`config.mk`:
```
export PLATFORM = sky130hd
export DESIGN_NAME = bus_arbiter
export DESIGN_NICKNAME = d
export VERILOG_FILES = /design/src/design/soc_pkg.sv /design/src/design/bus_arbiter.sv
export SDC_FILE = /design/constraint.sdc
export NUM_CORES = 1
export LEC_CHECK = 0
export BUFFER_PORTS_ARGS = -buffer_cell sky130_fd_sc_hd__buf_2
export CORE_AREA = 2 2 106 108
export CTS_CLUSTER_SIZE = 40
export DETAILED_ROUTE_END_ITERATION = 10
export DIE_AREA = 0 0 108 110
export PLACE_DENSITY = 0.44
export SYNTH_ARGS = -nofsm -noshare
export SYNTH_HDL_FRONTEND = slang
export SYNTH_SLANG_ARGS = --single-unit
```
`constraint.sdc`:
```
create_clock -name clk_in -period 1.5 [get_ports clk_in]
set_input_delay 0.15 -clock clk_in [delete_from_list [all_inputs] [get_ports clk_in]]
set_output_delay 0.15 -clock clk_in [all_outputs]
set_load 0.02 [all_outputs]
```
`src/design/soc_pkg.sv`:
```
`default_nettype none

package soc_pkg;

    // ########################################################################
    // widths and address map
    // ########################################################################

    localparam int XLEN = 32;

    typedef logic [XLEN-1:0] data_t;
    typedef logic [31:0]     addr_t;

    // bit 31 set means mmio.
    localparam addr_t MMIO_BASE = 32'h8000_0000;

    // ########################################################################
    // enums
    // ########################################################################

    // word slot inside the mmio region, byte offset is value * 4.
    typedef enum logic [2:0] {
        REG_MCYCLE_LO   = 3'd0,
        REG_MCYCLE_HI   = 3'd1,
        REG_MTIME_LO    = 3'd2,
        REG_MTIME_HI    = 3'd3,
        REG_MTIMECMP_LO = 3'd4,
        REG_MTIMECMP_HI = 3'd5,
        REG_EXIT        = 3'd6,
        REG_NONE        = 3'd7
    } mmio_reg_e;

    // who holds the memory port.
    typedef enum logic [1:0] {
        OWN_IDLE = 2'd0,
        OWN_INST = 2'd1,
        OWN_DATA = 2'd2
    } bus_owner_e;

endpackage

`default_nettype wire

```
`src/design/bus_arbiter.sv`:
```
`timescale 1ns/1ps
`default_nettype none

module bus_arbiter (
    input  wire                 clk_in,
    input  wire                 rst_n,

    input  wire                 ireq_valid,
    output logic                ireq_ready,
    input  wire soc_pkg::addr_t ireq_addr,
    output logic                iresp_valid,
    output soc_pkg::data_t      iresp_rdata,

    input  wire                 dreq_valid,
    output logic                dreq_ready,
    input  wire soc_pkg::addr_t dreq_addr,
    input  wire                 dreq_wen,
    input  wire soc_pkg::data_t dreq_wdata,
    output logic                dresp_valid,
    output soc_pkg::data_t      dresp_rdata,

    output logic                mem_req_valid,
    input  wire                 mem_req_ready,
    output soc_pkg::addr_t      mem_req_addr,
    output logic                mem_req_wen,
    output soc_pkg::data_t      mem_req_wdata,
    input  wire                 mem_resp_valid,
    input  wire soc_pkg::data_t mem_resp_rdata
);

    soc_pkg::bus_owner_e owner_q;
    soc_pkg::bus_owner_e owner_d;

    logic idle;

    assign idle = (owner_q == soc_pkg::OWN_IDLE);

    // data wins, inst only gets through when data is quiet.
    assign dreq_ready = idle && mem_req_ready;
    assign ireq_ready = idle && mem_req_ready && !dreq_valid;

    assign mem_req_valid = idle && (dreq_valid || ireq_valid);
    assign mem_req_addr  = dreq_valid ? dreq_addr : ireq_addr;
    assign mem_req_wen   = dreq_valid && dreq_wen;
    assign mem_req_wdata = dreq_wdata;

    // steer the response back to whoever owns the port.
    assign dresp_valid = (owner_q == soc_pkg::OWN_DATA) && mem_resp_valid;
    assign dresp_rdata = mem_resp_rdata;
    assign iresp_valid = (owner_q == soc_pkg::OWN_INST) && mem_resp_valid;
    assign iresp_rdata = mem_resp_rdata;

    always_comb begin
        owner_d = owner_q;
        case (owner_q)
            soc_pkg::OWN_IDLE: begin
                if (dreq_valid && dreq_ready) begin
                    owner_d = soc_pkg::OWN_DATA;
                end else if (ireq_valid && ireq_ready) begin
                    owner_d = soc_pkg::OWN_INST;
                end
            end
            soc_pkg::OWN_INST,
            soc_pkg::OWN_DATA: begin
                if (mem_resp_valid) begin
                    owner_d = soc_pkg::OWN_IDLE;
                end
            end
            default: owner_d = soc_pkg::OWN_IDLE;
        endcase
    end

    always_ff @(posedge clk_in or negedge rst_n) begin
        if (!rst_n) begin
            owner_q <= soc_pkg::OWN_IDLE;
        end else begin
            owner_q <= owner_d;
        end
    end

endmodule

`default_nettype wire

```
; ---- Word level (Yosys, flattened, before mapping)
; Cells that the tools add are included.
[totals]
reg_bits = 2
inputBits = 135
out_inout_bits = 134
wordCells = 23
[classes]
eq_ne = 4
n_mux = 5
n_reduce_logical = 13
[op_table]
columns = cell, n
row1 = 32-bit two-way mux, 1
row2 = 1-bit logical AND, 8
row3 = 2-bit two-way mux, 3
row4 = 2-bit case mux with 2 select lines, 1
row5 = "3-bit by 1-bit != test with 1-bit output, second input constant", 1
row6 = "2-bit by 1-bit equality test with 1-bit output, second input constant", 1
row7 = "2-bit equality test, second input constant", 1
row8 = 2-bit logical NOT, 1
row9 = "2-bit != test, second input constant", 1
row10 = 2-bit AND reduction, 1
row11 = 2-bit OR reduction, 1
row12 = 1-bit logical NOT, 1
row13 = 1-bit logical OR, 1

; ---- Logic depth before layout (Yosys ltp)
[depth]
word_depth = 7
mapped_depth = 6
ltp_nobuf = 6

; ---- Least setup slack after synthesis
; OpenSTA, ideal clock, no wires.
[synth_timing]
path_type = register -> register
startpoint = register owner_q[0]
endpoint = register owner_q[0]
setup_time_ns = 0.124
t_arrival_ns = 1.246
t_required_ns = 1.376
setup_slack_ns = 0.130
stages_incl_launch_ff = 6
n_path_buf = 0
synth_period_minus_slack_ns = 1.370
cell_sequence = dfrtp_1 inv_1 ha_1 nor2b_1 nor3_1 a211o_1
[synth_between]
elab_chain_len = 6
elab_cells_between_ends = 13
cone_classes = eq/ne (4) / mux (2) / reduce/logical (7)
[synth_rtl]
columns = item, line
row1 = from (decl), bus_arbiter.sv:31  ; soc_pkg::bus_owner_e owner_q;
row2 = from (signal assigned), bus_arbiter.sv:75  ; owner_q <= soc_pkg::OWN_IDLE;
row3 = from (signal assigned), bus_arbiter.sv:77  ; owner_q <= owner_d;
row4 = 2-bit logical NOT, "bus_arbiter.sv:36, bus_arbiter.sv:55"
row5 = 1-bit logical AND, "bus_arbiter.sv:39, bus_arbiter.sv:40"
row6 = 1-bit logical AND, bus_arbiter.sv:40  ; assign ireq_ready = idle && mem_req_ready && !dreq_valid;
row7 = 1-bit logical AND, bus_arbiter.sv:59  ; end else if (ireq_valid && ireq_ready) begin
row8 = 3-bit by 1-bit != test with 1-bit output (no line), n/a
row9 = 2-bit AND reduction (no line), n/a
; Several ways; a longest one is shown, not always the timed one.
; A chain may end at the register's enable or synchronous reset.

; ---- Worst setup path in the final report
[layout_timing]
startpoint = register owner_q[0]
endpoint = output port ireq_ready
[layout_between]
elab_chain_len = 3
[layout_rtl]
columns = item, line
row1 = 2-bit logical NOT, bus_arbiter.sv:36  ; assign idle = (owner_q == soc_pkg::OWN_IDLE);
row2 = 1-bit logical AND (2 in series), bus_arbiter.sv:40
row3 = to (decl), bus_arbiter.sv:9  ; output logic ireq_ready,
; Every way passes these cells.

==> summary.txt <==
Logic synthesis
  • Count of distinct cell types in the synthesized netlist: 20
  • Post-Synthesis Net Count: around 300
  • Synthesized instance count: around 160
  • Yosys top cell area share: 0.541
  • Summed instance area of the synthesized netlist: 1330 um2
  • Flops & latches, synth: 2
  • Most area-consuming cells after synthesis: sky130_fd_sc_hd__buf_4 (54%), sky130_fd_sc_hd__mux2_2 (25%), sky130_fd_sc_hd__dfrtp_1 (3.8%)
  • Dominant cell type by area after synthesis: sky130_fd_sc_hd__buf_4
  • Total number of yosys warnings: 0
  • Sequential cell area fraction in the yosys report: 0.0376
  • Syn Area/Cell: between 8 and 9 um2

Worst setup path
  • Critical-path top delay cell: sky130_fd_sc_hd__dfrtp_1
  • Type of element launching the critical path: flip-flop
  • Worst endpoint required time: approximately 1400 ps
  • Crit path DAT: between 1000 and 1500 ps
  • Cells along the critical path: inv_2 -> ha_1 -> nand2_2 -> nor2_1 -> buf_4
  • Critical Path End Type: primary output
  • Crit-path max cell delay: about 400 ps
  • Biggest fanout along the worst timing path: 4
  • Critical path start-end classification: reg2out

Clock tree
  • Maximum root-to-sink buffer count: 2
  • Clock tree sinks: 2
  • Clock latency reported for the late side of the worst-skew pair: approximately 210 ps
  • Post CTS Setup Buffer Count: 0
  • Clock tree from TritonCTS: built
  • Total CTS buffers: 3
  • CTS HTree Levels: 1
  • CTS clk-pin slew, worst paths: 30 ps
  • CTS root buf: sky130_fd_sc_hd__clkbuf_8

Die
  • Die W: 108 um
  • Top-Level Pins: approximately 270
  • Floorplan row count: 38
  • Area of the core: ~11000 um2
  • Area of the die: 11900 um2
  • Die height: ~110 um
  • Initial core utilization: 0.125

GRT
  • Antenna violations before repair: 0
  • Wire length of the first global-routing pass: 4250 um
  • Global route total overflow: 0
  • Pin count of the biggest net entering global routing: 19
  • All-layer global routing usage: 0.0481
  • Via count of the first global-routing pass: slightly below 900

Power
  • Net switching power: slightly above 400 uW
  • VDD IR-drop max: 0.224 mV
  • Part of the total power dissipated in sequential elements: 0.097
  • Leakage Power: between 0.7 and 0.8 nW
  • Power density over the cells: 696 nW/um2
  • Cell internal pwr: roughly 560 uW
  • Comb pwr share: 0.689
  • Net switching fraction of the power: 0.423
  • Overall power after layout: roughly 960 uW
  • Clock Power Share: 0.213

Run
  • Number of maximum-capacitance violations: 0

Cells and area
  • Largest registers ranked by flip-flop count: owner_q: 2 flops
  • Share of final-layout standard cells stronger than drive strength 1: 0.860
  • Fin util: 0.130
  • Flip-flop count of the largest register after layout: 2
  • Area growth from synthesis to layout: 4.04%
  • Count of inserted antenna diode cells: 0
  • Final #Nets: around 310
  • Top register by number of flip-flops: owner_q

STA
  • Minimum clock period after layout: between 1000 and 1500 ps
  • Measured slew at the worst slew-check pin: approximately 180 ps
  • Final hold violations: 0
  • Pins Over Slew Limit: 0
  • Achievable clock frequency: slightly above 700 MHz
  • Worst max-slew margin expressed relative to the limit: 0.879
  • Setup repair after global routing missed its margin: no
  • Setup-violating endpoint count in the final report: 0
  • Tcrit/Tclk final: 0.934
  • Final worst clock skew: 0.791 ps
  • Fin Hold WS: roughly 260 ps

Detailed routing
  • Routed vias: between 900 and 1000
  • Total detailed-routing wirelength: 3360 um
  • Drt initial violations: 15
  • DRT Pass-1 Iters: 2
  • DR vias/cell: roughly 3.2
  • Per-cell routed wire length: about 11 um
  • DRT antenna net count: 0
  • Detailed-route DRC error count: 0

Placement
  • HPWL reported at the end of detailed placement: between 2000 and 3000 um
  • Port-buffer cells: between 100 and 150
  • Placer's final routability congestion estimate: 0.705

Worst hold path
  • Worst min-delay path category: in2async

Run status
  • Run status: complete, no violations
[timing repair]
| action | in CTS | in global routing |
|---|---|---|
| hold buffers | 1 | 0 |
| resized for setup | 1 | 5 |
| endpoints found under the setup margin | 1 | 4 |
| endpoints found under the hold margin | 2 | 0 |
[area by class of cell]
class                   count  area (um2)
fillers                  1248        9310
repair buffers            111         593
multi-input cells          52         515
well taps                 140         175
flip-flops and latches      2        50.0
clock buffers               3        41.3
inverters                   3        11.3
[stage by stage]
step	cell area, um2	cells	TNS, ps	setup slack [ps]
6_report	1390	311	0	99.6
5_1_grt	1390	311	0	17.2
4_1_cts	1380	311	0	11.7
3_5_place_dp	1320	307	-14.1	-14.1
3_3_place_gp	1320	307	0	60.1
2_1_floorplan	1330	157	0	130
[layer usage]
metal / part of all wire / up-vias / track usage
li1: - / 443 / -
met1: 0.25 / 426 / 0.0366
met2: 0.53 / 71 / 0.0885
met3: 0.13 / 42 / 0.0182
met4: 0.082 / 0 / 0.0522
met5: 0 / - / 0
[cell usage in the layout, fill, tap and decap left out, drive strengths merged, types with 2 or more instances in the layout]
cell,n
nand2,2
inv,3
mux2,32
buf,110
and2,3
clkbuf,3
ha,4
dfrtp,2
[worst max-delay path, delay by kind of cell (launching register included)]
family | cells | cell delay [ps]
adders and majority gates | 1 | 200
buffers and inverters | 2 | 250
DFF | 1 | 400
and+or+nand+nor | 2 | 190
[cell families (layout without fill, tap and decap cells)]
logic type / after synthesis / after routing / synth area share
AOI/OAI and AO/OA: 5 / 5 / 0.0263
adders and majority gates: 4 / 4 / 0.0376
buffers and inverters: 103 / 117 / 0.583
DFF: 2 / 2 / 0.0376
muxes: 32 / 32 / 0.270
and+or+nand+nor: 11 / 11 / 0.0451
[worst paths after layout]
kind | from | endpoint | cells past startpoint | slack, ps
min in group clk_in | mem_resp_rdata[8] | dresp_rdata[8] | 0 | 300
worst min-delay path | rst_n | owner_q[0] | 2 | 260
max in group asynchronous | rst_n | owner_q[1] | 2 | 1140
worst max register to register | owner_q[0] | owner_q[0] | 5 | 140
worst max-delay path | owner_q[0] | ireq_ready | 5 | 100
worst min register to register | owner_q[0] | owner_q[0] | 1 | 560
[cell usage after synthesis]
cell type	n
sky130_fd_sc_hd__buf_4	96
sky130_fd_sc_hd__mux2_2	30
sky130_fd_sc_hd__buf_6	4
sky130_fd_sc_hd__ha_1	4
sky130_fd_sc_hd__and2_1	3
sky130_fd_sc_hd__inv_1	3
sky130_fd_sc_hd__dfrtp_1	2
sky130_fd_sc_hd__mux2_1	2
sky130_fd_sc_hd__nand2_1	2
sky130_fd_sc_hd__a211o_1	1
sky130_fd_sc_hd__a21oi_1	1
sky130_fd_sc_hd__nand2b_1	1
sky130_fd_sc_hd__nand3_1	1
sky130_fd_sc_hd__nor2_1	1
sky130_fd_sc_hd__nor2b_1	1
sky130_fd_sc_hd__nor3_1	1
sky130_fd_sc_hd__nor3b_1	1
sky130_fd_sc_hd__o21a_1	1
sky130_fd_sc_hd__o21bai_1	1
sky130_fd_sc_hd__o22ai_1	1
[power by group through the flow]
stage          logic (mW)  registers, mW  clock network, mW
2_1_floorplan       0.775         0.0871                  0
3_3_place_gp        0.629         0.0885                  0
3_5_place_dp        0.644         0.0921                  0
4_1_cts             0.653         0.0915              0.213
5_1_grt             0.732         0.0986              0.226
6_report            0.665         0.0939              0.206
No activity file was read; power rests on OpenSTA's default activity.
