==> src/design/soc_pkg.sv <==
`default_nettype none

package soc_pkg;

    // ########################################################################
    // widths and address map
    // ########################################################################

    localparam int XLEN = 32;

    typedef logic [XLEN-1:0] data_t;
    typedef logic [31:0]     addr_t;

    // bit 31 set means mmio.
    localparam addr_t MMIO_BASE = 32'h8000_0000;

    // ########################################################################
    // enums
    // ########################################################################

    // word slot inside the mmio region, byte offset is value * 4.
    typedef enum logic [2:0] {
        REG_MCYCLE_LO   = 3'd0,
        REG_MCYCLE_HI   = 3'd1,
        REG_MTIME_LO    = 3'd2,
        REG_MTIME_HI    = 3'd3,
        REG_MTIMECMP_LO = 3'd4,
        REG_MTIMECMP_HI = 3'd5,
        REG_EXIT        = 3'd6,
        REG_NONE        = 3'd7
    } mmio_reg_e;

    // who holds the memory port.
    typedef enum logic [1:0] {
        OWN_IDLE = 2'd0,
        OWN_INST = 2'd1,
        OWN_DATA = 2'd2
    } bus_owner_e;

endpackage

`default_nettype wire

==> src/design/timer_regs.sv <==
`timescale 1ns/1ps
`default_nettype none

module timer_regs #(
    parameter int CLK_MHZ = 4
) (
    input  wire                         clk_in,
    input  wire                         rst_n,
    input  wire                         req_valid,
    input  wire soc_pkg::mmio_reg_e     req_offset,
    input  wire                         req_wen,
    input  wire soc_pkg::data_t         req_wdata,
    output logic                        resp_valid,
    output soc_pkg::data_t              resp_rdata,
    output logic                        timer_irq,
    output logic                        exit,
    output soc_pkg::data_t              exit_code
);

    localparam int PW = (CLK_MHZ > 1) ? $clog2(CLK_MHZ) : 1;

    logic [63:0]   mcycle;
    logic [63:0]   mtime;
    logic [63:0]   mtimecmp;
    logic [PW-1:0] presc;
    logic          wr;

    assign wr = req_valid && req_wen;

    // ########################################################################
    // counters
    // ########################################################################

    // mtime ticks once per microsecond.
    always_ff @(posedge clk_in or negedge rst_n) begin
        if (!rst_n) begin
            mcycle <= '0;
            mtime  <= '0;
            presc  <= '0;
        end else begin
            mcycle <= mcycle + 64'd1;
            if (presc == PW'(CLK_MHZ - 1)) begin
                presc <= '0;
                mtime <= mtime + 64'd1;
            end else begin
                presc <= presc + 1'b1;
            end
        end
    end

    always_ff @(posedge clk_in or negedge rst_n) begin
        if (!rst_n) begin
            mtimecmp  <= '1;
            timer_irq <= 1'b0;
        end else begin
            if (wr && req_offset == soc_pkg::REG_MTIMECMP_LO) begin
                mtimecmp[31:0] <= req_wdata;
            end
            if (wr && req_offset == soc_pkg::REG_MTIMECMP_HI) begin
                mtimecmp[63:32] <= req_wdata;
            end
            timer_irq <= (mtime >= mtimecmp);
        end
    end

    // ########################################################################
    // exit and register reads
    // ########################################################################

    // first exit write sticks until reset.
    always_ff @(posedge clk_in or negedge rst_n) begin
        if (!rst_n) begin
            exit      <= 1'b0;
            exit_code <= '0;
        end else if (wr && req_offset == soc_pkg::REG_EXIT && !exit) begin
            exit      <= 1'b1;
            exit_code <= req_wdata;
        end
    end

    always_ff @(posedge clk_in or negedge rst_n) begin
        if (!rst_n) begin
            resp_valid <= 1'b0;
        end else begin
            resp_valid <= req_valid;
        end
    end

    always_ff @(posedge clk_in) begin
        if (req_valid) begin
            if (req_wen) begin
                resp_rdata <= '0;
            end else begin
                case (req_offset)
                    soc_pkg::REG_MCYCLE_LO:   resp_rdata <= mcycle[31:0];
                    soc_pkg::REG_MCYCLE_HI:   resp_rdata <= mcycle[63:32];
                    soc_pkg::REG_MTIME_LO:    resp_rdata <= mtime[31:0];
                    soc_pkg::REG_MTIME_HI:    resp_rdata <= mtime[63:32];
                    soc_pkg::REG_MTIMECMP_LO: resp_rdata <= mtimecmp[31:0];
                    soc_pkg::REG_MTIMECMP_HI: resp_rdata <= mtimecmp[63:32];
                    soc_pkg::REG_EXIT:        resp_rdata <= exit_code;
                    default:                  resp_rdata <= '0;
                endcase
            end
        end
    end

endmodule

`default_nettype wire

==> config.mk <==
export PLATFORM = sky130hd
export DESIGN_NAME = timer_regs
export DESIGN_NICKNAME = d
export VERILOG_FILES = /design/src/design/soc_pkg.sv /design/src/design/timer_regs.sv
export SDC_FILE = /design/constraint.sdc
export NUM_CORES = 1
export LEC_CHECK = 0
export ABC_AREA = 1
export BUFFER_PORTS_ARGS = -buffer_cell sky130_fd_sc_hd__buf_2
export CAP_MARGIN = 30
export CORE_ASPECT_RATIO = 1.5
export CORE_MARGIN = 2
export CORE_UTILIZATION = 60
export DETAILED_ROUTE_END_ITERATION = 6
export PLACE_DENSITY = 0.81
export SETUP_SLACK_MARGIN = 0.05
export SYNTH_ARGS = -nofsm -noshare
export SYNTH_HDL_FRONTEND = slang
export SYNTH_SLANG_ARGS = --single-unit
==> constraint.sdc <==
create_clock -name clk_in -period 2.7 [get_ports clk_in]
set_input_delay 0.27 -clock clk_in [delete_from_list [all_inputs] [get_ports clk_in]]
set_output_delay 0.27 -clock clk_in [all_outputs]
set_load 0.005 [all_outputs]
### Word-level counts from Yosys, hierarchy flattened

Cells that the tools add are included.

* $add $sub $neg: 3
* $lt $le $gt $ge: 1
* equal/unequal tests: 7
* mux-type cells: 2
* reductions and logical operators: 7

Operators with widths (count)
* $pmux W32 S7: 1
* $add A64 B1 Y64 const B: 2
* $ge A64 B64 Y1: 1
* $eq A3 B3 Y1 const B: 3
* $eq A3 B2 Y1 const B: 2
* $logic_and A1 B1 Y1: 5
* $eq A3 B1 Y1 const B: 1
* $logic_not A3 Y1: 1
* $add A2 B1 Y2 const B: 1
* $eq A2 B2 Y1 const B: 1
* $mux W2: 1
* $logic_not A1 Y1: 1

* register bits: 261
* output and inout bits: 67
* logic and storage cells: 30

### Longest topological paths before layout

* word-level depth: 3
* depth in mapped cells: 15
* gate-level depth less buffers: 15

### Worst setup path before layout

OpenSTA, ideal clock, no wires.

* path type: flip-flop to flip-flop
* start point: register mtime[0]
* end point: register mtime[54]
* setup time: 0.120 ns
* arrival time: 1.524 ns
* slack: 1.056 ns
* cell stages (with the launch flop): 11
* buffers on the path: 0
* period minus slack after synthesis: 1.644 ns
* cell sequence: dfrtp_1 ha_1 nand2_2 nor2_2 nand2_4 nor2_8 nand3_4 nor2_4 nand2_2 o21ai_1 nand2_1

* longest elaborated chain between the ends: 1

RTL lines
* start: declaration: RTL line timer_regs.sv:23 `logic [63:0] mtime;`
* start signal: assignment: RTL line timer_regs.sv:44 `mtime <= mtime + 64'd1;`
* $add A64 B1 Y64: RTL line timer_regs.sv:44

No other way between the ends.
A chain may end at the register's enable or synchronous reset.

### Worst setup path in the final report

* start point: register presc[0]
* end point: register mtime[49]

* longest elaborated chain between the ends: 1

RTL lines
* start: declaration: RTL line timer_regs.sv:25 `logic [PW-1:0] presc;`
* start signal: assignment: RTL line timer_regs.sv:46 `presc <= presc + 1'b1;`
* $eq A2 B2 Y1: RTL line timer_regs.sv:42 `if (presc == PW'(CLK_MHZ - 1)) begin`

No other way between the ends.

==> impl_metrics.ini <==
[setup_path]
crit-reg2reg-launch = presc[0]$_DFF_PN0_
cp.arrival_ps = 2640
category_of_the_critical_setup_timing_path = register to register
crit_path_end_kind = register
critical-path-slowest-cell = sky130_fd_sc_hd__ha_1
worst_path_dominant_cell_family = simple AND/OR/NAND/NOR gates
crit_required_ps = 3150
cp_cell_sequence = ha_1 > nand2_2 > nor2_4 > nand2_8 > nor2_4 > nand4_1 > nor2_2 > nand3_1 > nand2_1 > nand2_1
crit_start = presc[0]$_DFF_PN0_
critPathBufInv = 0
cp-start-kind = register
critical_path.max_stage_delay_ps = 470
timing.critical_path.fanout_max = 9

[routing]
vias_per_cell = 6.058
drt-pass1-iter-count = 7
highest_layer = met4
routed-wl-met2_mm = 28.10
dr_total_vias = 14530
wl_met1_mm = 18.39
detail_route.iter0.violations = 1511
drt_total_wl_mm = 56.89
detail_route.wl_per_cell_um = 23.71
route.antenna.remaining_nets = 0
detailroute.wirelength.met3_mm = 4.464
remaining_drc_errors = 0

[clocking]
cts_hold_buf = 33
worst_setup_hold_path_clk_slew_ps = 70
cts_buffer_depth = 3
h-tree-depth = 1
clock_sink_count = 261
post-cts-setup-buffer-count = 0
cts_buffers = 27
clk_latency_ps = 560
post_cts_resize_count = 0
cts_tree = done
clk_root_buffer_cell = sky130_fd_sc_hd__clkbuf_16

[logic_synthesis]
ys_top_cells_by_count = 431 x sky130_fd_sc_hd__nand2_1, 278 x sky130_fd_sc_hd__inv_1, 205 x sky130_fd_sc_hd__nor2_1
ys_seq_area_share_pct = 44.65
synth_top_cell_by_area = sky130_fd_sc_hd__dfrtp_1
mappedNetlistNets = 2006
synthCells = 1900
syn_avg_cell_area_um2 = 7.982
yosys.area.top_type_share_pct = 27.23
synth_area_leaders = sky130_fd_sc_hd__dfrtp_1 27%, sky130_fd_sc_hd__dfstp_2 11%, sky130_fd_sc_hd__nand2_1 11%, sky130_fd_sc_hd__inv_1 6.9%, sky130_fd_sc_hd__edfxtp_1 6.3%
synth.lib_cells_used.distinct = 45
most_frequent_cell_after_synthesis = sky130_fd_sc_hd__nand2_1
yosys_warnings = 0
synth-async-reset-ratio_pct = 87.74
synth_top_flop_cell = sky130_fd_sc_hd__dfrtp_1
yosys_reg_bits = 261
syn_area_um2 = 15170
post_synth_edffs = 32

[timing]
setup-tns-final_ps = 0
timing.final.ws_setup_ps = 513.0
slew_headroom_pct = 46.27
fin_crit_ps = 2187
drv_slew = 0
tightestPinTransition_ps = 805.9
achievable-frequency_mhz = 457.2
finalCritPeriodShare_pct = 81.00
report.final.hold_viol_count = 0
setup_viol = 0
timing.clock.skew_ps = 9.861
grt_setup_unrepaired = false

[place]
io_buffers = 105
globalplace.congestion = 1.021
dp_slack_ps = 583.1
dp_hpwl_mm = 43.70

[hold_path]
timing.hold.worst.class = input port to register
hold_start = req_valid

[die]
die_area_um2 = 26590
floorplan.die.width_um = 133.8
die_h_um = 198.7
core_um2 = 24960
io-pin-count = 106
fp-row-count = 71
initial_core_util_pct = 60.75

[grt]
number_of_global_route_vias_before_repair = 15050
globalRouteOverflowTotal = 0
global_route.usage.total_pct = 43.57
largest_net_degree_at_the_start_of_global_routing = 92
first_pass_grt_wire_length_mm = 85.86
grt_antenna_before_repair = 0

[finish]
final.fill_count = 1948
drive_above_1_share_pct = 14.58
finalNetCount = 2157
finish.utilization_pct = 69.56
area.growth.synth_to_final_pct = 14.50
antenna_cells_inserted = 0

[job]
cap_violations = 0

[power]
p_per_area_nw_per_um2 = 539.9
vdd_ir_drop_max_uv = 522.0
power.static_leakage_nw = 7.685

[outcome]
status = finished, final reports clean
## sequential cells by signal, indices dropped and copies added, names as in the netlist
signal / count
timer_irq: 1
mtime: 64
mcycle: 64
exit: 1
resp_valid: 1
resp_rdata: 32
exit_code: 32
mtimecmp: 64
presc: 2
## where the power goes
part / leakage (nW) / internal (mW) / switching (mW)
combinational: 4.03 / 0.364 / 0.785
clock: 0.388 / 2.04 / 1.69
sequential: 3.27 / 4.37 / 0.122
total: 7.69 / 6.77 / 2.60
## through the flow
stage	area, µm²	power [mW]	instances	hold slack, ps
floorplan	15170	5.134	1900	-25.59
global placement	16170	5.546	2317	332.2
detailed placement	16170	5.623	2317	337.1
CTS	17360	9.347	2399	80.47
global route	17360	9.652	2399	90.40
finish	17360	9.375	2399	92.63
## area by class of cell
class	instances	area [µm²]	share of cell area [%]
multi-input combinational	1307	7123	41.02
sequential	261	6771	39.00
timing repair buffer	167	1121	6.456
inverter	287	1077	6.204
clock buffer	29	683.2	3.934
tap	328	410.4	2.363
clock inverter	20	177.7	1.023
## placed cells by master (no fill, tap or decap), types with 4 or more instances in the layout
cell type / Yosys / final
sky130_fd_sc_hd__nor2_1: 205 / 205
sky130_fd_sc_hd__nand3b_1: 4 / 4
sky130_fd_sc_hd__clkinv_1: 0 / 4
sky130_fd_sc_hd__nand2_2: 10 / 11
sky130_fd_sc_hd__a41oi_1: 4 / 4
sky130_fd_sc_hd__dfrtp_1: 165 / 165
sky130_fd_sc_hd__edfxtp_1: 32 / 32
sky130_fd_sc_hd__xor2_1: 92 / 92
sky130_fd_sc_hd__a31oi_1: 6 / 6
sky130_fd_sc_hd__inv_2: 9 / 9
sky130_fd_sc_hd__ha_1: 67 / 67
sky130_fd_sc_hd__nor2_2: 14 / 13
sky130_fd_sc_hd__a21oi_1: 63 / 63
sky130_fd_sc_hd__dlygate4sd3_1: 0 / 33
sky130_fd_sc_hd__nand2_1: 431 / 430
sky130_fd_sc_hd__a22oi_1: 6 / 6
sky130_fd_sc_hd__o21ai_1: 14 / 14
sky130_fd_sc_hd__xnor2_1: 14 / 14
sky130_fd_sc_hd__buf_2: 22 / 104
sky130_fd_sc_hd__o221ai_1: 4 / 4
sky130_fd_sc_hd__nand3_1: 71 / 71
sky130_fd_sc_hd__inv_1: 278 / 278
sky130_fd_sc_hd__a221oi_1: 7 / 7
sky130_fd_sc_hd__nand4_1: 34 / 34
sky130_fd_sc_hd__buf_4: 1 / 26
sky130_fd_sc_hd__o21ai_0: 110 / 110
sky130_fd_sc_hd__clkinvlp_4: 0 / 10
sky130_fd_sc_hd__o22ai_1: 59 / 59
sky130_fd_sc_hd__clkbuf_16: 0 / 27
sky130_fd_sc_hd__nor3_1: 54 / 54
sky130_fd_sc_hd__nor2_4: 10 / 11
sky130_fd_sc_hd__dfstp_2: 64 / 64
## routing by layer
layer / GRT usage [%] / vias up
met1: 45.68 / 6887
met3: 6.906 / 305
met5: 0 / -
met4: 38.46 / 0
met2: 75.27 / 879
li1: - / 6461
## worst register-to-register path: cells and delay by family, from the launching register on
| family | cells | cell delay, ps |
|---|---|---|
| adders and majority gates | 1 | 470 |
| and+or+nand+nor | 9 | 1250 |
| DFF | 1 | 360 |
## path summary, 6_finish.rpt
path	to	slack (ps)	depth (start not counted)
hold / removal	resp_rdata[26]$_SDFFCE_PP0P_	90	1
setup / recovery	mtime[49]$_DFFE_PN0P_	510	10
min in group asynchronous	mcycle[6]$_DFF_PN0_	290	2
max in group asynchronous	mtimecmp[0]$_DFFE_PN1P_	1560	3
setup reg to reg	mtime[49]$_DFFE_PN0P_	510	10
hold reg to reg	presc[0]$_DFF_PN0_	440	1
## cell families after synthesis
family	share of synthesized area (%)
AND/OR/NAND/NOR	25.11
AO/OA/AOI/OAI	10.16
adder cells (fa/ha/maj)	5.528
XOR/XNOR	6.122
flip-flops	44.65
buffers and inverters	8.432
Note: power is estimated with default switching activity, not from simulation.
