File: config.mk
export PLATFORM = sky130hd
export DESIGN_NAME = mmio_router
export DESIGN_NICKNAME = d
export VERILOG_FILES = /design/src/design/soc_pkg.sv /design/src/design/mmio_router.sv
export SDC_FILE = /design/constraint.sdc
export NUM_CORES = 1
export LEC_CHECK = 0
export BUFFER_PORTS_ARGS = -buffer_cell sky130_fd_sc_hd__buf_4
export CAP_MARGIN = 20
export CORE_AREA = 2 2 106 108
export CTS_CLUSTER_DIAMETER = 200
export CTS_CLUSTER_SIZE = 30
export DETAILED_ROUTE_END_ITERATION = 10
export DIE_AREA = 0 0 108 110
export SYNTH_ARGS = -nofsm -noshare
export SYNTH_HDL_FRONTEND = slang
export SYNTH_SLANG_ARGS = --single-unit
File: constraint.sdc
create_clock -name clk_in -period 1.3 [get_ports clk_in]
set_input_delay 0.26 -clock clk_in [delete_from_list [all_inputs] [get_ports clk_in]]
set_output_delay 0.26 -clock clk_in [all_outputs]
set_load 0.01 [all_outputs]
File: src/design/soc_pkg.sv
`default_nettype none

package soc_pkg;

    // ########################################################################
    // widths and address map
    // ########################################################################

    localparam int XLEN = 32;

    typedef logic [XLEN-1:0] data_t;
    typedef logic [31:0]     addr_t;

    // bit 31 set means mmio.
    localparam addr_t MMIO_BASE = 32'h8000_0000;

    // ########################################################################
    // enums
    // ########################################################################

    // word slot inside the mmio region, byte offset is value * 4.
    typedef enum logic [2:0] {
        REG_MCYCLE_LO   = 3'd0,
        REG_MCYCLE_HI   = 3'd1,
        REG_MTIME_LO    = 3'd2,
        REG_MTIME_HI    = 3'd3,
        REG_MTIMECMP_LO = 3'd4,
        REG_MTIMECMP_HI = 3'd5,
        REG_EXIT        = 3'd6,
        REG_NONE        = 3'd7
    } mmio_reg_e;

    // who holds the memory port.
    typedef enum logic [1:0] {
        OWN_IDLE = 2'd0,
        OWN_INST = 2'd1,
        OWN_DATA = 2'd2
    } bus_owner_e;

endpackage

`default_nettype wire

File: src/design/mmio_router.sv
`timescale 1ns/1ps
`default_nettype none

module mmio_router (
    input  wire                     clk_in,
    input  wire                     rst_n,

    input  wire                     dreq_valid,
    output logic                    dreq_ready,
    input  wire soc_pkg::addr_t     dreq_addr,
    input  wire                     dreq_wen,
    input  wire soc_pkg::data_t     dreq_wdata,
    output logic                    dresp_valid,
    output soc_pkg::data_t          dresp_rdata,

    output logic                    m_req_valid,
    input  wire                     m_req_ready,
    output soc_pkg::addr_t          m_req_addr,
    output logic                    m_req_wen,
    output soc_pkg::data_t          m_req_wdata,
    input  wire                     m_resp_valid,
    input  wire soc_pkg::data_t     m_resp_rdata,

    output logic                    t_req_valid,
    output soc_pkg::mmio_reg_e      t_req_offset,
    output logic                    t_req_wen,
    output soc_pkg::data_t          t_req_wdata,
    input  wire                     t_resp_valid,
    input  wire soc_pkg::data_t     t_resp_rdata
);

    logic           is_mmio;
    logic           pending;
    logic           target_mmio;
    logic           accept;
    soc_pkg::addr_t mmio_off;

    assign is_mmio  = (dreq_addr >= soc_pkg::MMIO_BASE);
    assign mmio_off = dreq_addr - soc_pkg::MMIO_BASE;

    // timer side never stalls.
    assign dreq_ready = !pending && (is_mmio || m_req_ready);
    assign accept     = dreq_valid && dreq_ready;

    assign m_req_valid = dreq_valid && !is_mmio && !pending;
    assign m_req_addr  = dreq_addr;
    assign m_req_wen   = dreq_wen;
    assign m_req_wdata = dreq_wdata;

    assign t_req_valid = dreq_valid && is_mmio && !pending;
    assign t_req_wen   = dreq_wen;
    assign t_req_wdata = dreq_wdata;

    // anything past the last slot lands on REG_NONE.
    always_comb begin
        if (mmio_off[31:5] == '0) begin
            t_req_offset = soc_pkg::mmio_reg_e'(mmio_off[4:2]);
        end else begin
            t_req_offset = soc_pkg::REG_NONE;
        end
    end

    assign dresp_valid = pending && (target_mmio ? t_resp_valid : m_resp_valid);
    assign dresp_rdata = target_mmio ? t_resp_rdata : m_resp_rdata;

    always_ff @(posedge clk_in or negedge rst_n) begin
        if (!rst_n) begin
            pending     <= 1'b0;
            target_mmio <= 1'b0;
        end else if (accept) begin
            pending     <= 1'b1;
            target_mmio <= is_mmio;
        end else if (dresp_valid) begin
            pending     <= 1'b0;
        end
    end

endmodule

`default_nettype wire

## Word-level counts from Yosys, hierarchy flattened

Cells that the tools add are included.
W data, S select, Z words.

- Register bits: 2
- Bits of input ports: 135
- Output and inout port bits: 137
- Word-level logic and storage cells: 21

- Add/subtract/negate cells: 1
- $lt $le $gt $ge: 1
- Mux-type cells: 5
- Reductions and logical operators: 12

Operators with widths:

| cell | count |
|---|---|
| $ge A32 B32 Y1 const B | 1 |
| $mux W32 | 1 |
| $sub A32 B32 Y32 const B | 1 |
| $logic_not A27 Y1 | 1 |
| $logic_and A1 B1 Y1 | 7 |
| $mux W1 | 3 |
| $mux W3 | 1 |
| $logic_not A1 Y1 | 2 |
| $reduce_bool A2 Y1 | 1 |
| $logic_or A1 B1 Y1 | 1 |

## Longest topological paths before layout

Gate-level depths: netlist of the first run.

- Depth in word-level cells: 5
- Mapped depth: 4

## Worst setup path before layout of the first run

OpenSTA, ideal clock, no wires.

- Kind: register to output
- Start point: register target_mmio
- End point: output port dresp_rdata[17]
- Arrival: 1042 ps
- Required time: 1040 ps
- Setup slack: -2 ps
- Cell stages (with the launch flop): 4
- Path through: dfrtp_1 -> buf_2 -> buf_2 -> mux2_1

- Cells in the longest elaborated chain, start to end: 1

Ends and longest elaborated chain:

| element | line | source |
|---|---|---|
| start, declared | mmio_router.sv:34 | `logic target_mmio;` |
| start signal, assigned | mmio_router.sv:72 | `target_mmio <= is_mmio;` |
| $mux W32 | mmio_router.sv:64 | `assign dresp_rdata = target_mmio ? t_resp_rdata : m_resp_rdata;` |
| end, declared | mmio_router.sv:14 | `output soc_pkg::data_t dresp_rdata,` |

Every way passes these cells.

## Worst setup path after layout of the first run

- Start point: register target_mmio
- End point: output port dresp_rdata[28]

The elaborated chain is that of the path after synthesis.

==> metrics.cfg, run 1 <==
[clock_tree]
cts_root_buf=clkbuf_8
clk_latency_ns=0.21
cts_sinks=2
max-clock-path-buffers=2
cts_tree=done
numCtsBuffers=3
htree_levels=1
clk_pin_slew_ns=0.03

[timing]
min_period_ns=1.59
fmax_mhz=630
fin_ws_ns=-0.287
tns_ns=-8.98
period_share=1.22
fin_skew_ns=0.00121
tightest_slew_ns=0.324
maxSlewHeadroom=0.782
finalHoldViolCount=0
finalSetupViolations=36
slew_viol_final=0
whs_ns=0.339
rsz0062_at_grt=true

[synth]
synth_area_per_cell_sq_um=8.25
syn_inst=162
ys_seq_area_frac=0.0375
synth_seq_cells=2
synth_nets=297
synth_cell_types=19
synth_area_sq_um=1340
yosysWarningCount=0

[drt]
avgViaCountPerCell=3.49
drt_iter0_markers=19
wl_met3_um=887
met2_length_um=2880
wire_per_inst_um=13.6
top_layer=met4
vias=1375
postRouteAntennaNets=0
dr.pass1.iters=4
drt_wl_total_um=5370
wl_met1_um=1530
drc_errors=0

[outcome]
status=complete, but fails checks
violations=negative setup slack

[final_layout]
final_common_cell=buf_4
area_growth_pct=83.0
area.sequential_sq_um=52.6
utilization=0.229
nets=391
drive_gt1_frac=0.945
layout_common_cells=buf_4, mux2_2, buf_6
finalInstanceArea_sq_um=2440
fill_cells=1143
multi_input_area_sq_um=654
diodes=0
stdcell_count=394

[worst_setup_path]
crit_fanout=24
cp-end-kind=output pin
cp.arrival_ns=1.33
cp_data_required_time_ns=1.04
worstSetupStartpointType=register
timing_worst_setup_path_type=register to output pin

[power]
p_sw_mw=0.739
power_frac_seq=0.060
ir_drop_uv=269
p_int_mw=1.38
p_sw_frac=0.349
power_density_nw_per_um2=867
p_clk_frac=0.115
p_leak_nw=1.22
pwr-share-comb=0.825

[die]
start_util=0.125
pin_count=272
die_h_um=110
num_rows=38
chipWidth_um=108
fp.dieArea_sq_um=11900
core_sq_um=10700

[worst_hold_path]
min_path_type=input pin to register

[placed_design]
portBuffers=168
place_congestion=0.694
dp_cells=384
place_area_sq_um=2150
dp_hpwl_um=4510

[global_route]
grt-ovfl-total=0
grt_use_total=0.0773
grt_max_degree=25
grt_pass1_vias=1422
antenna_found_initial=0
grt_pass1_wl_um=6940

[flow_run]
max_cap_violations=0

-- cell usage after synthesis --
library cell / number / share of area
mux2_2: 29 / 0.24
o21ai_0: 1 / 0.0037
dfrtp_1: 2 / 0.037
mux2i_1: 1 / 0.0075
nand2b_1: 1 / 0.0047
or4_4: 2 / 0.017
nand3_1: 3 / 0.011
nor2_4: 1 / 0.0084
nor2b_1: 2 / 0.0094
and2_1: 1 / 0.0047
mux2_1: 3 / 0.025
nor4_1: 6 / 0.028
buf_4: 98 / 0.55
and4_1: 1 / 0.0066
nor4b_1: 1 / 0.0066
nor2_1: 3 / 0.0084
a21o_1: 1 / 0.0056
nand2_1: 2 / 0.0056
buf_2: 4 / 0.015
-- cell families (layout without fill, tap and decap cells) --
logic type             Yosys count  count (layout)  synth area share
buffers and inverters          102             194             0.566
multiplexers                    33              33             0.277
AND/OR/NAND/NOR                 23              23             0.110
flip-flops                       2               2            0.0375
AO/OA/AOI/OAI                    2               2           0.00936
-- timing repair --
action	in CTS	in global routing
cloned	1	0
gates resized for setup	35	13
pin swaps	10	4
endpoints found under the hold margin	2	0
buffers inserted	6	0
endpoints found under the setup margin	38	40
hold buffers	1	0
-- final cells by class --
| class | count | area share |
|---|---|---|
| Timing Repair Buffer | 191 | 0.622 |
| Multi-Input combinational cell | 58 | 0.268 |
| Tap cell | 140 | 0.0716 |
| Sequential cell | 2 | 0.0215 |
| Clock buffer | 3 | 0.0169 |
-- layer usage --
layer  global-route usage  up-vias
met5                    0        -
met4               0.0266        0
met3               0.0364       10
met2                0.154      152
met1               0.0676      585
li1                     -      628
-- flip-flops by register name (all words and copies together) (netlist names) --
name	cells
pending	1
target_mmio	1
-- per-stage QoR --
| stage | setup slack (ns) | power (mW) |
|---|---|---|
| 2_1_floorplan | -0.00215 | 1.07 |
| 3_3_place_gp | -0.535 | 1.64 |
| 3_5_place_dp | -0.567 | 1.66 |
| 4_1_cts | -0.303 | 2.11 |
| 5_1_grt | -0.331 | 2.25 |
| 6_report | -0.287 | 2.12 |
-- power groups by stage --
stage	clock (mW)	combinational, mW	sequential, mW
floorplan	0	0.977	0.0936
global route	0.254	1.86	0.133
finish	0.243	1.75	0.128
CTS	0.252	1.74	0.120
global placement	0	1.53	0.112
detailed placement	0	1.54	0.114
-- worst max-delay path, stage by stage (launching register included) --
cell	delay (ns)
dfrtp_2	0.41
buf_12	0.19
mux2_2	0.36
buf_4	0.15
-- worst paths after layout --
kind	depth (start not counted)	start	slack, ns	endpoint
worst min-delay path	3	m_req_ready	0.34	pending
max in group asynchronous	2	rst_n	0.75	pending
worst max-delay path	3	target_mmio	-0.29	dresp_rdata[28]
min in group asynchronous	2	rst_n	0.45	target_mmio
worst max register to register	7	pending	0.05	target_mmio
worst min register to register	2	pending	0.56	pending
No activity file was read; power rests on OpenSTA's default activity.
==> run 2: changes to the inputs <==
BUFFER_PORTS_ARGS = unset   (was -buffer_cell sky130_fd_sc_hd__buf_4)
CORE_AREA = 2 2 104 106   (was 2 2 106 108)
DIE_AREA = 0 0 106 108   (was 0 0 108 110)
DONT_BUFFER_PORTS = 1   (was unset)
==> run 2 against run 1 <==
  * The run still ends with negative setup slack left
  * Die area fell by 3.6%
  * Register-to-register slack improved by 0.10 ns
  * Routed wire length fell by 26%
  * Sequential share of layout area rose by 3.1 points
  * Clock-buffer cell count did not move
  * Critical endpoint is now dresp_rdata[25]
  * Core utilization fell by 13 points
  * Worst hold slack got worse by 0.11 ns
  * Critical path depth fell by 1
  * Largest power group unchanged
  * Via count fell by 46%
  * First-iteration DRC count rose by 37%
==> metrics.cfg, run 2 (same netlist as run 1, synthesis figures left out) <==
[worst_setup_path]
cp.arrival_ns=1.23
cp_data_required_time_ns=1.04
cp-end-kind=output pin
crit_fanout=6
timing_worst_setup_path_type=register to output pin
worstSetupStartpointType=register

[global_route]
grt-ovfl-total=0
grt_max_degree=25
grt_use_total=0.0546
grt_pass1_wl_um=4370
grt_pass1_vias=744
antenna_found_initial=0

[placed_design]
dp_hpwl_um=3410
place_congestion=0.600
portBuffers=0
place_area_sq_um=786

[die]
pin_count=272
die_h_um=108
core_sq_um=10200
start_util=0.131
num_rows=37
fp.dieArea_sq_um=11400
chipWidth_um=106

[power]
power_density_nw_per_um2=1400
p_sw_frac=0.389
power_frac_seq=0.098
p_leak_nw=0.334
p_int_mw=0.837
pwr-share-comb=0.719
p_clk_frac=0.183
ir_drop_uv=617
p_sw_mw=0.533

[drt]
vias=738
avgViaCountPerCell=3.57
wire_per_inst_um=19.3
drc_errors=0
drt_iter0_markers=26
postRouteAntennaNets=0
drt_wl_total_um=4000
dr.pass1.iters=3

[timing]
fin_ws_ns=-0.189
finalSetupViolations=36
tightest_slew_ns=0.344
maxSlewHeadroom=0.768
finalHoldViolCount=0
fin_skew_ns=0.00322
rsz0062_at_grt=true
period_share=1.15
fmax_mhz=671
whs_ns=0.227
min_period_ns=1.49
slew_viol_final=0

[final_layout]
nets=207
layout_common_cells=mux2_2, mux2_4, nor4_1
area_growth_pct=-26.9
drive_gt1_frac=0.757
final_common_cell=mux2_2
finalInstanceArea_sq_um=977
reg_top3=pending (1), target_mmio (1)

[outcome]
violations=negative setup slack
status=complete, but fails checks

[clock_tree]
clk_pin_slew_ns=0.03
post_cts_buffers=0
clk_latency_ns=0.21
cts_tree=done
cts_root_buf=clkbuf_8
htree_levels=1
numCtsBuffers=3
cts_sinks=2
max-clock-path-buffers=2

[worst_hold_path]
min_path_type=input pin to register

[flow_run]
max_cap_violations=0

run 2: final timing paths:
check	endpoint	startpoint	slack, ns	cells past startpoint
worst max-delay path	dresp_rdata[25]	target_mmio	-0.19	2
worst max register to register	pending	target_mmio	0.15	4
worst min-delay path	target_mmio	m_req_ready	0.23	2
max in group asynchronous	target_mmio	rst_n	0.87	1
min in group asynchronous	pending	rst_n	0.28	1
worst min register to register	pending	pending	0.58	2
run 2: what timing repair did:
action,in CTS,in global routing
cloned,1,2
pin swaps,5,0
endpoints found under the hold margin,2,0
setup endpoints to repair,36,37
hold buffers,1,0
gates resized for setup,15,15
run 2: area by class of cell:
class	instances	area [sq um]
Antenna cell	1	2.50
Tap cell	136	170
Sequential cell	2	51.3
Multi-Input combinational cell	58	619
Clock buffer	3	41.3
Fill cell	1156	9250
Timing Repair Buffer	7	92.6
run 2: power groups by stage:
stage	Sequential [mW]	Combinational (mW)	Clock, mW
after floorplan	0.0936	0.977	0
after global placement	0.106	0.762	0
after detailed placement	0.109	0.765	0
after CTS	0.120	0.827	0.254
after global routing	0.137	1.04	0.263
final	0.134	0.985	0.251
run 2: critical path, cell delays in order, from the launching register on:
cell	delay, ns
dfrtp_2	0.46
clkbuf_16	0.19
mux2_2	0.36
run 2: per-layer routing:
metal | global-route usage | routed length (um) | share of wire
met4 | 0.0310 | 143 | 0.036
met1 | 0.0469 | 1180 | 0.30
met3 | 0.0295 | 576 | 0.14
met2 | 0.101 | 2100 | 0.52
met5 | 0 | 0 | 0
run 2: per-stage QoR:
step / utilization / setup TNS, ns / power [mW] / worst slack (ns) / std cells
4_1_cts: 0.0870 / -4.98 / 1.20 / -0.172 / 204
3_5_place_dp: 0.0768 / -0.356 / 0.874 / -0.130 / 199
5_1_grt: 0.0953 / -6.28 / 1.44 / -0.218 / 206
2_1_floorplan: - / -0.0381 / 1.07 / -0.00215 / 162
3_3_place_gp: 0.0768 / -0.321 / 0.868 / -0.118 / 199
6_report: 0.0955 / -5.36 / 1.37 / -0.189 / 207
==> run 3: changes to the inputs <==
CELL_PAD_IN_SITES_DETAIL_PLACEMENT = 0   (was unset)
CELL_PAD_IN_SITES_GLOBAL_PLACEMENT = 1   (was unset)
PLACE_DENSITY_LB_ADDON = 0.1   (was unset)
==> run 3 against run 2 <==
  * The run still ends with negative setup slack left
  * Total power fell by 3.4%
  * Global-route usage is 0.68 points lower
  * Core utilization grew 0.33 points
  * Routed wire length fell by 12%
  * Sequential cell count is the same
  * Sequential share of layout area is 0.18 points lower
  * Worst hold slack got worse by 0.0015 ns
  * First-iteration DRC count shrank 62%
  * Final area grew 3.5%
  * Clock power fell by 4%
  * Critical path type unchanged
  * Critical endpoint is now dresp_rdata[0]
==> metrics.cfg, run 3 (same netlist as run 1, synthesis figures left out) <==
[placed_design]
place_congestion=0.638
pre_cts_slack_ns=-0.298
dp_hpwl_um=2950
portBuffers=0
place_area_sq_um=801

[outcome]
violations=negative setup slack
status=complete, but fails checks

[drt]
avgViaCountPerCell=3.47
wire_per_inst_um=17.0
drt_iter0_markers=10
vias=719
drt_wl_total_um=3520
drc_errors=0
postRouteAntennaNets=0
dr.pass1.iters=3

[timing]
fin_ws_ns=-0.163
tightest_slew_ns=0.315
tns_ns=-4.75
maxSlewHeadroom=0.788
finalHoldViolCount=0
fin_skew_ns=0.00449
period_share=1.13
rsz0062_at_grt=true
min_period_ns=1.46
fmax_mhz=683
slew_viol_final=0
finalSetupViolations=36

[clock_tree]
clk_latency_ns=0.21
htree_levels=1
cts_tree=done
cts_root_buf=clkbuf_8
clk_pin_slew_ns=0.03
max-clock-path-buffers=2
cts_sinks=2
numCtsBuffers=3

[global_route]
grt_pass1_wl_um=4090
grt-ovfl-total=0
antenna_found_initial=0
grt_use_total=0.0478
grt_max_degree=25
grt_pass1_vias=734

[power]
p_leak_nw=0.334
power_frac_seq=0.093
pwr-share-comb=0.724
ir_drop_uv=539
power.total_mw=1.32
power_density_nw_per_um2=1310
p_sw_frac=0.391
p_sw_mw=0.517
p_clk_frac=0.183
p_int_mw=0.807

[worst_setup_path]
cp.arrival_ns=1.20
crit_fanout=12
cp_data_required_time_ns=1.04
worstSetupStartpointType=register
cp-end-kind=output pin
timing_worst_setup_path_type=register to output pin

[final_layout]
utilization=0.0988
diodes=0
reg_top3=pending (1), target_mmio (1)
final_common_cell=mux2_2
finalInstanceArea_sq_um=1010
fill_cells=1171
area_growth_pct=-24.3
nets=208
layout_common_cells=mux2_2, mux2_4, buf_4
drive_gt1_frac=0.803

[die]
pin_count=272
start_util=0.131
die_h_um=108
core_sq_um=10200
fp.dieArea_sq_um=11400
num_rows=37
chipWidth_um=106

[worst_hold_path]
min_path_type=input pin to register

[flow_run]
max_cap_violations=0

[run 3: routing by layer]
layer	track usage	routed length (um)
met5	0	0
met4	0.0291	87
met3	0.0235	545
met2	0.0949	1940
met1	0.0365	947
[run 3: area by class of cell]
| cell class | instances | area (sq um) | area share |
|---|---|---|---|
| repair buffers | 8 | 96.3 | 0.0953 |
| flip-flops and latches | 2 | 51.3 | 0.0507 |
| clock buffers | 3 | 41.3 | 0.0408 |
| multi-input cells | 58 | 652 | 0.645 |
| well taps | 136 | 170 | 0.168 |
[run 3: metrics by stage]
stage                     std cells  hold WS, ns
after floorplan                 162      -0.0356
after global placement          201      -0.0355
after detailed placement        201      -0.0355
after CTS                       205        0.224
after global routing            207        0.239
final                           207        0.226
[run 3: final timing paths]
check                            start              to  slack [ns]  depth (start not counted)
max                        target_mmio  dresp_rdata[0]       -0.16                          2
min reg2reg                    pending         pending        0.55                          2
max in group asynchronous        rst_n     target_mmio        0.87                          1
min in group asynchronous        rst_n     target_mmio        0.29                          1
max reg2reg                target_mmio         pending        0.20                          4
min                        m_req_ready     target_mmio        0.23                          2
[run 3: power by group through the flow]
stage	combinational, mW	clock [mW]	sequential (mW)
after floorplan	0.977	0	0.0936
after global placement	0.792	0	0.109
after detailed placement	0.767	0	0.106
after CTS	0.799	0.250	0.107
after global routing	1.01	0.262	0.129
final	0.958	0.242	0.123
[run 3: critical path, stage by stage, from the launching register on]
cell and delay (ns):
dfrtp_2 0.43, clkbuf_16 0.19, mux2_2 0.37
[run 3: repair_timing]
action	CTS	global route
buffers inserted	0	1
pin swaps	4	3
cloned	0	1
hold endpoints to repair	2	0
setup endpoints to repair	36	37
hold buffers	1	0
resized for setup	12	19
